--- config.mk ---
export PLATFORM = sky130hd
export DESIGN_NAME = routerOutput
export DESIGN_NICKNAME = d
export VERILOG_FILES = /design/src/logic/nocPkg.sv /design/src/logic/arbPkg.sv /design/src/logic/flitBuffer.sv /design/src/logic/packetTimer.sv /design/src/logic/portArbiter.sv /design/src/logic/outputMux.sv /design/src/logic/routerOutput.sv
export SDC_FILE = /design/constraint.sdc
export NUM_CORES = 1
export LEC_CHECK = 0
export BUFFER_PORTS_ARGS = -buffer_cell sky130_fd_sc_hd__buf_2
export CAP_MARGIN = 20
export CORE_MARGIN = 5
export CORE_UTILIZATION = 45
export DETAILED_ROUTE_END_ITERATION = 16
export HOLD_SLACK_MARGIN = 0.08
export SYNTH_ARGS = -nofsm -noshare
export SYNTH_HDL_FRONTEND = slang
export SYNTH_HIERARCHICAL = 1
export SYNTH_SLANG_ARGS = --single-unit
--- constraint.sdc ---
create_clock -name clk -period 3.9 [get_ports clk]
set_input_delay 0.39 -clock clk [delete_from_list [all_inputs] [get_ports clk]]
set_output_delay 0.39 -clock clk [all_outputs]
set_load 0.005 [all_outputs]
--- src/logic/nocPkg.sv ---
`default_nettype none

package nocPkg;

  localparam int numPorts = 5;
  localparam int bufDepth = 4;
  localparam int bufPtrW  = $clog2(bufDepth);
  localparam int bufCntW  = $clog2(bufDepth + 1);
  localparam int pktLenW  = 12;

  typedef logic [2:0]         flitKindT;
  typedef logic [15:0]        flitDataT;
  typedef logic [pktLenW-1:0] pktLenT;    // flits incl. head
  typedef logic [2:0]         portIdT;
  typedef logic [bufPtrW-1:0] bufPtrT;
  typedef logic [bufCntW-1:0] bufCntT;

  localparam flitKindT flitHead = 3'b001;
  localparam flitKindT flitBody = 3'b010;
  localparam flitKindT flitTail = 3'b100;

  localparam portIdT portLocal = 3'd0;
  localparam portIdT portNorth = 3'd1;
  localparam portIdT portEast  = 3'd2;
  localparam portIdT portWest  = 3'd3;
  localparam portIdT portSouth = 3'd4;

  typedef struct packed {
    flitKindT kind;
    flitDataT data;   // head carries the length in the low bits
  } flitT;

  typedef struct packed {
    flitT   flit;
    portIdT srcPort;
  } outFlitT;

endpackage

`default_nettype wire

--- src/logic/arbPkg.sv ---
`default_nettype none

package arbPkg;

  localparam int pktCntW = 12;

  typedef logic [pktCntW-1:0] pktCntT;

  // one bit per channel indexed by port id
  typedef logic [nocPkg::numPorts-1:0] grantT;

  // one-hot with the grant bits above the idle bit
  typedef enum logic [5:0] {
    idle   = 6'b000001,
    grantL = 6'b000010,
    grantN = 6'b000100,
    grantE = 6'b001000,
    grantW = 6'b010000,
    grantS = 6'b100000
  } arbStateT;

endpackage

`default_nettype wire

--- src/logic/flitBuffer.sv ---
`default_nettype none

module flitBuffer
  import nocPkg::*;
(
  input  logic clk,
  input  logic rst,
  input  logic inValid,
  input  flitT inFlit,
  output logic inReady,
  input  logic pop,
  output logic notEmpty,
  output flitT headFlit
);

  flitT   mem [bufDepth];
  bufPtrT wrPtr;
  bufPtrT rdPtr;
  bufCntT count;
  logic   push;
  logic   doPop;

  assign inReady  = (count != bufCntT'(bufDepth));
  assign notEmpty = (count != '0);
  assign push     = inValid & inReady;
  assign doPop    = pop & notEmpty;   // pop on empty is dropped
  assign headFlit = mem[rdPtr];

  //**************************************************************************
  // storage
  //**************************************************************************

  always_ff @(posedge clk)
  begin
    if (push)
      mem[wrPtr] <= inFlit;
  end

  //**************************************************************************
  // pointers and occupancy
  //**************************************************************************

  always_ff @(posedge clk)
  begin
    if (rst)
    begin
      wrPtr <= '0;
      rdPtr <= '0;
      count <= '0;
    end
    else
    begin
      if (push)
        wrPtr <= wrPtr + 1'b1;   // power-of-two depth wraps by itself
      if (doPop)
        rdPtr <= rdPtr + 1'b1;

      case ({push, doPop})
        2'b10:
          count <= count + 1'b1;
        2'b01:
          count <= count - 1'b1;
        default:
          count <= count;   // idle or push and pop together
      endcase
    end
  end

endmodule

`default_nettype wire

--- src/logic/packetTimer.sv ---
`default_nettype none

module packetTimer
  import nocPkg::*, arbPkg::*;
(
  input  logic clk,
  input  logic rst,
  input  logic xfer,
  input  flitT xferFlit,
  output logic last
);

  pktCntT count;     // flits of this packet already sent
  pktLenT limit;
  pktLenT headLen;
  logic   isHead;

  assign isHead  = (xferFlit.kind == flitHead);
  assign headLen = (xferFlit.data[pktLenW-1:0] == '0) ? pktLenT'(1)
                                                      : xferFlit.data[pktLenW-1:0];

  // a head starts over, so it is judged on its own length
  always_comb
  begin
    if (!xfer)
      last = 1'b0;
    else if (isHead)
      last = (headLen == pktLenT'(1));
    else
      last = (({1'b0, count} + 1'b1) >= {1'b0, limit});
  end

  always_ff @(posedge clk)
  begin
    if (rst)
    begin
      count <= '0;
      limit <= pktLenT'(1);
    end
    else if (xfer)
    begin
      if (isHead)
        limit <= headLen;
      if (last)
        count <= '0;   // ready for the next head
      else if (isHead)
        count <= pktCntT'(1);
      else
        count <= count + 1'b1;
    end
  end

endmodule

`default_nettype wire

--- src/logic/portArbiter.sv ---
`default_nettype none

module portArbiter
  import nocPkg::*, arbPkg::*;
(
  input  logic                clk,
  input  logic                rst,
  input  logic [numPorts-1:0] req,
  input  logic                xfer,
  input  flitT                xferFlit,
  output grantT               grant
);

  arbStateT state;
  arbStateT nextState;
  grantT    lastVec;
  portIdT   curPort;

  // first requester among span channels, starting at channel start
  function automatic arbStateT pickNext(input logic [numPorts-1:0] reqVec,
                                        input int start,
                                        input int span);
    arbStateT pick;
    int       idx;
    pick = idle;
    for (int k = numPorts - 1; k >= 0; k--)   // walk backwards, nearest wins
    begin
      idx = (start + k) % numPorts;
      if (k < span && reqVec[idx])
        pick = arbStateT'(6'b000010 << idx);
    end
    return pick;
  endfunction

  assign grant = state[numPorts:1];

  always_comb
  begin
    curPort = '0;
    for (int p = 0; p < numPorts; p++)
    begin
      if (grant[p])
        curPort = portIdT'(p);
    end
  end

  //**************************************************************************
  // packet timers counting only while their channel is granted
  //**************************************************************************

  packetTimer timerL (
    .clk      (clk),
    .rst      (rst),
    .xfer     (xfer & grant[portLocal]),
    .xferFlit (xferFlit),
    .last     (lastVec[portLocal])
  );

  packetTimer timerN (
    .clk      (clk),
    .rst      (rst),
    .xfer     (xfer & grant[portNorth]),
    .xferFlit (xferFlit),
    .last     (lastVec[portNorth])
  );

  packetTimer timerE (
    .clk      (clk),
    .rst      (rst),
    .xfer     (xfer & grant[portEast]),
    .xferFlit (xferFlit),
    .last     (lastVec[portEast])
  );

  packetTimer timerW (
    .clk      (clk),
    .rst      (rst),
    .xfer     (xfer & grant[portWest]),
    .xferFlit (xferFlit),
    .last     (lastVec[portWest])
  );

  packetTimer timerS (
    .clk      (clk),
    .rst      (rst),
    .xfer     (xfer & grant[portSouth]),
    .xferFlit (xferFlit),
    .last     (lastVec[portSouth])
  );

  //**************************************************************************
  // grant FSM
  //**************************************************************************

  always_ff @(posedge clk)
  begin
    if (rst)
      state <= idle;
    else
      state <= nextState;
  end

  always_comb
  begin
    nextState = state;
    case (state)
      idle:
        nextState = pickNext(req, 0, numPorts);   // fixed L first
      grantL, grantN, grantE, grantW, grantS:
      begin
        // finishing channel left out since its request may be stale
        if (|lastVec)
          nextState = pickNext(req, int'(curPort) + 1, numPorts - 1);
      end
      default:
        nextState = idle;
    endcase
  end

endmodule

`default_nettype wire

--- src/logic/outputMux.sv ---
`default_nettype none

module outputMux
  import nocPkg::*, arbPkg::*;
(
  input  grantT               grant,
  input  logic [numPorts-1:0] notEmpty,
  input  flitT                headFlit [numPorts],
  input  logic                outReady,
  output logic                outValid,
  output outFlitT             outFlit,
  output logic                xfer,
  output flitT                xferFlit,
  output logic [numPorts-1:0] pop
);

  flitT   selFlit;
  portIdT srcPort;
  logic   selValid;

  // grant is one-hot, so OR-ing the gated heads is the mux
  always_comb
  begin
    selFlit  = '0;
    srcPort  = '0;
    selValid = 1'b0;
    for (int p = 0; p < numPorts; p++)
    begin
      if (grant[p])
      begin
        selFlit  = selFlit | headFlit[p];
        srcPort  = srcPort | portIdT'(p);
        selValid = selValid | notEmpty[p];
      end
    end
  end

  assign outValid = selValid;
  assign outFlit  = '{flit: selFlit, srcPort: srcPort};
  assign xfer     = outValid & outReady;
  assign xferFlit = selFlit;
  assign pop      = grant & {numPorts{xfer}};   // only the granted buffer

endmodule

`default_nettype wire

--- src/logic/routerOutput.sv ---
`default_nettype none

module routerOutput
  import nocPkg::*, arbPkg::*;
(
  input  logic                clk,
  input  logic                rst,
  input  logic [numPorts-1:0] inValid,
  input  flitT                inFlit [numPorts],
  output logic [numPorts-1:0] inReady,
  output logic                outValid,
  output outFlitT             outFlit,
  input  logic                outReady
);

  logic [numPorts-1:0] notEmpty;
  flitT                headFlit [numPorts];
  logic [numPorts-1:0] pop;
  grantT               grant;
  logic                xfer;
  flitT                xferFlit;

  //**************************************************************************
  // input buffers
  //**************************************************************************

  for (genvar p = 0; p < numPorts; p++)
  begin : genBuf
    flitBuffer buffer (
      .clk      (clk),
      .rst      (rst),
      .inValid  (inValid[p]),
      .inFlit   (inFlit[p]),
      .inReady  (inReady[p]),
      .pop      (pop[p]),
      .notEmpty (notEmpty[p]),
      .headFlit (headFlit[p])
    );
  end

  //**************************************************************************
  // arbitration and output
  //**************************************************************************

  portArbiter arbiter (
    .clk      (clk),
    .rst      (rst),
    .req      (notEmpty),   // any buffered flit is a request
    .xfer     (xfer),
    .xferFlit (xferFlit),
    .grant    (grant)
  );

  outputMux mux (
    .grant    (grant),
    .notEmpty (notEmpty),
    .headFlit (headFlit),
    .outReady (outReady),
    .outValid (outValid),
    .outFlit  (outFlit),
    .xfer     (xfer),
    .xferFlit (xferFlit),
    .pop      (pop)
  );

endmodule

`default_nettype wire

==> summary.txt, run 1 <==
Status
  – Status: finished, final reports clean

Global routing
  – Vias in the first global route: 17760
  – All-Layer GR Usage: 0.205
  – Pin count of the biggest net entering global routing: 95
  – GRT overflow: 0
  – Global-route wire length before repair: 102 mm
  – Antenna violations before repair: 5

STA
  – Max-slew violation count: 0
  – Final setup violation count: 0
  – Max-slew headroom: 0.277
  – Crit path time final: 3710 ps
  – Max Clk Rate: 269 MHz
  – Final hold viol count: 0
  – Final worst slack: 189 ps
  – TNS Setup: 0 ps
  – Worst Tran Pin Value: 1090 ps
  – Crit share post-route: 0.952
  – Layout Skew: 44.2 ps

Routing
  – Met3 WL: 4.00 mm
  – DR vias/cell: 5.56
  – DRT iter0 DRCs: 1395
  – First-pass DRT Iterations: 7
  – Uppermost layer routed: met5
  – Antenna viol nets, final: 0
  – # DRC: 0
  – Final WL: 65.8 mm
  – Met1 WL: 28.2 mm
  – WL/cell: 20.6 um
  – Met2 WL: 31.5 mm
  – Via count: 17715

Clocking
  – H-tree depth: 2
  – Root buf cell: clkbuf_16
  – CTS Buffer Depth: 3
  – Clk sink count: 551
  – CTS Buf Count: 60
  – Clock transition at path regs: 60 ps
  – Worst skew pair latency: 640 ps
  – CTS tree: done

Setup path
  – Crit path capture type: flop
  – Kind of critical path: reg2reg
  – Reg2reg start: arbiter/timerW/count[0]
  – Reg2Reg Setup Slack: 190 ps
  – R2r endpoint: arbiter/state[1]
  – Reg2reg path depth: 18
  – CP Max Fanout: 5
  – Crit path required time: 4440 ps
  – Startpoint Class: flop
  – Critical path arrival: 4250 ps

Final layout
  – Layout Cells excl Fill: 3188
  – Fin nets: 2573
  – Synth-to-layout area growth: 22.2%
  – # fillers: 4755
  – Final Core Density: 0.552
  – Layout cells sized above 1: 0.230

Job
  – Max Cap Viol: 0

Pwr
  – Switch share: 0.277
  – Total Power: 15.5 mW
  – Int Power: 11.2 mW
  – Comb power frac: 0.208
  – Pleak: 11.2 nW
  – Switching pwr: 4.29 mW
  – Sequential share of power: 0.427
  – Clock power frac: 0.366
  – PwrDens: 488 mW/mm2
  – Max IR drop VDD: 381 uV

Worst hold path
  – Worst min path class: in2reg
  – Hold Path Depth: 3
  – Hold path startpoint: inValid[2]
  – Hold Path Sink: genBuf[2].buffer/wrPtr[1]

Synthesis
  – Net Count, Synth: 2212
  – Mapped Area: 0.0259 mm2
  – Post-Syn Area per Cell: 12.9 um2
  – Post-Synthesis Cells: 2012
  – YS warnings: 6

Placed design
  – Post-DP HPWL: 45.4 mm
  – Number of I/O port buffers: 130
  – Placed Cells incl. Taps: 2967
  – GPL Wtd Cong: 0.919
  – Worst slack, placed: -107 ps

Floorplan
  – Row Count: 88
  – Core area: 0.0574 mm2
  – Initial Utilization: 0.452
  – Die height: 250 um
  – Die Area: 0.0625 mm2
  – IO Pins: 131
  – Die X: 250 um
[critical path: stages (launching register included)]
cell      delay [ps]
dfxtp_2          360
ha_4             160
nand4_1          130
nor2_1           130
nand2_1           70
xor2_1           200
inv_1             70
ha_1             300
and3_4           190
a221o_1          320
a311oi_4         310
o21ai_2          110
and3_4           200
nor3_4           220
nand2_2          120
a21oi_4          150
a21oi_1           80
a311o_1          370
a31oi_1          140
[layout by cell type, fill, tap and decap left out, types with 49 or more instances in the layout]
| cell type | instances |
|---|---|
| edfxtp_1 | 380 |
| nand2_1 | 245 |
| buf_4 | 177 |
| dfxtp_1 | 165 |
| buf_2 | 129 |
| inv_1 | 112 |
| a21oi_1 | 108 |
| dlygate4sd3_1 | 95 |
| ha_1 | 88 |
| nor2_1 | 79 |
| clkbuf_16 | 60 |
| mux4_2 | 54 |
| o21ai_0 | 52 |
| nand3_1 | 49 |
[power groups by stage]
stage / Clock [mW] / Sequential [mW] / Combinational [mW]
finish: 5.65 / 6.59 / 3.22
global route: 6.01 / 6.61 / 3.45
CTS: 5.77 / 6.60 / 3.10
detailed placement: 0 / 6.72 / 3.00
global placement: 0 / 6.71 / 2.97
floorplan: 0 / 6.67 / 1.63
[repair_timing]
item                       in CTS  in global routing
setup endpoints to repair       4                  6
gates resized for setup         4                 46
hold endpoints to repair      380                  0
buffers inserted                1                  4
pin swaps                       1                 21
hold buffers                   95                  0
[registers in the layout, summed over array words and instances, names as in the netlist, named ones only]
signal,flops
arbiter/timerL/limit,12
arbiter/timerW/limit,12
arbiter/timerE/count,12
arbiter/timerS/count,12
arbiter/timerL/count,12
arbiter/timerN/count,12
genBuf.buffer/count,15
genBuf.buffer/mem,380
arbiter/state,6
genBuf.buffer/rdPtr,10
genBuf.buffer/wrPtr,10
arbiter/timerE/limit,12
arbiter/timerW/count,12
arbiter/timerN/limit,12
arbiter/timerS/limit,12
[through the flow]
| stage | hold WS (ps) | instance area [um2] |
|---|---|---|
| after floorplan | 436 | 25900 |
| after detailed placement | 448 | 28300 |
| after global placement | 443 | 28200 |
| after global routing | 214 | 31600 |
| final | 220 | 31600 |
| after CTS | 181 | 31200 |
[routing by layer]
layer	vias up	global-route usage
li1	8347	-
met1	8756	0.274
met2	495	0.342
met3	115	0.0378
met4	2	0.0658
met5	-	0
[layout make-up]
cell class	instances	area, um2	share of cell area
clock buffer	74	1590	0.0504
sequential	551	14800	0.469
tap	765	957	0.0302
timing repair buffer	419	3300	0.104
inverter	117	439	0.0139
antenna	3	7.51	0.000237
multi-input combinational	1224	10100	0.320
clock inverter	35	388	0.0123
[worst max-delay path by stage]
stage	from	end	slack (ps)	cells past startpoint
floorplan	arbiter/timerW/count[0]	arbiter/state[1]	10	18
global placement	flop	arbiter/state[2]	30	17
detailed placement	flop	arbiter/state[2]	-110	17
CTS	flop	arbiter/state[2]	10	17
global route	arbiter/timerN/count[1]	arbiter/state[1]	-20	18
finish	arbiter/timerW/count[0]	arbiter/state[1]	190	18
(Power assumes the default switching activity.)
==> run 2, diff against run 1 <==
--- a/config.mk
+++ b/config.mk
@@ -13,2 +13,3 @@
 export HOLD_SLACK_MARGIN = 0.08
+export SLEW_MARGIN = 10
 export SYNTH_ARGS = -nofsm -noshare
--- a/constraint.sdc
+++ b/constraint.sdc
@@ -3,2 +3,2 @@
 set_output_delay 0.39 -clock clk [all_outputs]
-set_load 0.005 [all_outputs]
+set_load 0.01 [all_outputs]
==> summary.txt, run 2 (synthesis gave the netlist of run 1 again) <==
Routing
  – DR vias/cell: 5.55 (-0.18%)
  – DRT iter0 DRCs: 1409 (+1.0%)
  – Via count: 17666 (-0.28%)
  – First-pass DRT Iterations: 8 (+1)
  – WL/cell: 20.7 um (about the same)
  – Final WL: 65.8 mm (about the same)
  – Antenna viol nets, final: 0 (unchanged)
  – # DRC: 0 (unchanged)

STA
  – Max Clk Rate: 268 MHz (-0.53%)
  – Layout Skew: 55.6 ps (+11.4 ps)
  – Final hold viol count: 0 (unchanged)
  – Worst Tran Pin Value: 1130 ps (+41.8 ps)
  – Max-slew headroom: 0.249 (-0.0279)
  – Final setup violation count: 0 (unchanged)
  – TNS Setup: 0 ps (unchanged)
  – Crit share post-route: 0.957 (+0.00506)
  – Max-slew violation count: 0 (unchanged)
  – Crit path time final: 3730 ps (+19.8 ps)

Final layout
  – Fin nets: 2570 (-0.12%)
  – Commonest non-fill, non-tap cell in the layout: edfxtp_1
  – Most frequent cells in the layout: edfxtp_1 (380), nand2_1 (244), buf_4 (180), dfxtp_1 (168), buf_2 (129)
  – Synth-to-layout area growth: 21.4%
  – Max FFs per register: 380 (unchanged)
  – Top reg by flops: genBuf.buffer/mem
  – Regs by FF count: genBuf.buffer/mem x380, genBuf.buffer/count x15
  – Layout cells sized above 1: 0.226 (-0.00436)
  – Final Core Density: 0.548 (-0.00367)

Global routing
  – Vias in the first global route: 17522 (-1.3%)
  – GRT overflow: 0 (unchanged)
  – Antenna violations before repair: 3 (-2)
  – Pin count of the biggest net entering global routing: 95 (unchanged)
  – Global-route wire length before repair: 102 mm (+0.15%)
  – All-Layer GR Usage: 0.205 (+0.000225)

Pwr
  – Pleak: 11.2 nW (-0.61%)
  – Comb power frac: 0.213 (+0.005)
  – Int Power: 11.1 mW (-0.97%)
  – Clock power frac: 0.357 (-0.009)
  – Sequential share of power: 0.430 (+0.003)
  – Switching pwr: 4.26 mW (-0.59%)
  – Max IR drop VDD: 407 uV (+6.6%)
  – Switch share: 0.278 (+0.000775)
  – Total Power: 15.3 mW (-0.87%)
  – PwrDens: 487 mW/mm2 (-0.20%)

Floorplan
  – Row Count: 88 (unchanged)
  – Initial Utilization: 0.452 (unchanged)
  – IO Pins: 131 (unchanged)
  – Die X: 250 um (unchanged)
  – Core area: 0.0574 mm2 (unchanged)
  – Die height: 250 um (unchanged)
  – Die Area: 0.0625 mm2 (unchanged)

Clocking
  – Root buf cell: clkbuf_16
  – Clk sink count: 551 (unchanged)
  – CTS tree: done
  – Clock transition at path regs: 60 ps (about the same)
  – CTS Buf Count: 58 (-3.3%)
  – CTS Buffer Depth: 3 (unchanged)
  – Worst skew pair latency: 640 ps (about the same)
  – H-tree depth: 2 (unchanged)

Status
  – Status: finished, final reports clean

Setup path
  – CP Max Fanout: 4 (-1)
  – Critical path arrival: 4260 ps (about the same)
  – Crit path capture type: flop
  – Reg2reg path depth: 15 (-3)
  – Kind of critical path: reg2reg
  – Reg2Reg Setup Slack: 170 ps (-20 ps)
  – Crit path required time: 4430 ps (about the same)
  – Reg2reg start: genBuf[4].buffer/mem[3][16]
  – Startpoint Class: flop
  – R2r endpoint: arbiter/state[2]

Job
  – Max Cap Viol: 0 (unchanged)

Worst hold path
  – Hold Path Depth: 3 (unchanged)
  – Hold Path Sink: genBuf[2].buffer/wrPtr[1]
  – Worst min path class: in2reg
  – Hold path startpoint: inValid[2]

Placed design
  – Number of I/O port buffers: 130 (unchanged)
  – GPL Wtd Cong: 0.920 (+0.13%)
  – Post-DP HPWL: 45.4 mm (-0.13%)
[run 2: cell count changes in the layout (fill, tap and decap cells not counted), sizes merged]
cell      before  now
diode          3    2
clkinvlp       4    1
clkbuf        74   88
inv          112  113
bufinv         6    4
clkinv        30   19
buf          324  323
[run 2: critical path, stage by stage, from the launching register on]
cell and delay (ps):
edfxtp_1 360, mux4_2 490, a222oi_1 410, buf_4 200, nand2_2 60, nor3b_2 190
buf_4 170, a2111oi_4 250, o21ai_2 140, and3_2 260, nor3_4 210, and2_4 190
a41oi_1 50, o32a_1 220, a221o_1 310, a21oi_2 100
[run 2: metal layers]
| metal | global-route usage | wire (um) |
|---|---|---|
| met1 | 0.283 | 28500 |
| met2 | 0.338 | 31600 |
| met3 | 0.0336 | 3740 |
| met4 | 0.0624 | 1940 |
| met5 | 0 | 13 |
[run 2: repair_timing]
action | in CTS | in global routing
pin swaps | 1 | 22
setup buffers | 1 | 7
resized for setup | 6 | 36
hold endpoints to repair | 380 | 0
endpoints found under the setup margin | 4 | 6
hold buffers | 95 | 0
[run 2: worst max-delay path by stage]
stage                                            from                to  slack (ps)  cells past startpoint
final                     genBuf[4].buffer/mem[3][16]  arbiter/state[2]         170                     15
after global placement                           flop  arbiter/state[2]          30                     17
after CTS                 genBuf[4].buffer/mem[3][16]  arbiter/state[1]           3                     16
after detailed placement                         flop  arbiter/state[2]        -110                     17
after floorplan               arbiter/timerW/count[0]  arbiter/state[1]          10                     18
after global routing      genBuf[4].buffer/mem[3][16]  arbiter/state[2]         -20                     15
[run 2: power by group through the flow]
stage / combinational, mW / clock (mW) / sequential [mW]
CTS: 3.14 / 5.57 / 6.60
detailed placement: 3.03 / 0 / 6.72
global placement: 3.02 / 0 / 6.71
finish: 3.26 / 5.47 / 6.60
floorplan: 1.67 / 0 / 6.67
global route: 3.49 / 5.85 / 6.61
[run 2: layout make-up]
cell class	instances	area [um2]
antenna	2	5.00
multi-input combinational	1224	10100
fill	4720	25900
tap	765	957
sequential	551	14800
clock buffer	88	1650
timing repair buffer	418	3180
inverter	117	439
clock inverter	20	251
[run 2: through the flow]
stage,worst slack (ps),cell area [um2],cells,hold WS [ps]
floorplan,14.0,25900,2012,436
global placement,31.1,28200,2965,443
detailed placement,-115,28200,2966,447
CTS,2.82,31100,3170,192
global route,-20.8,31400,3184,215
finish,169,31400,3185,223
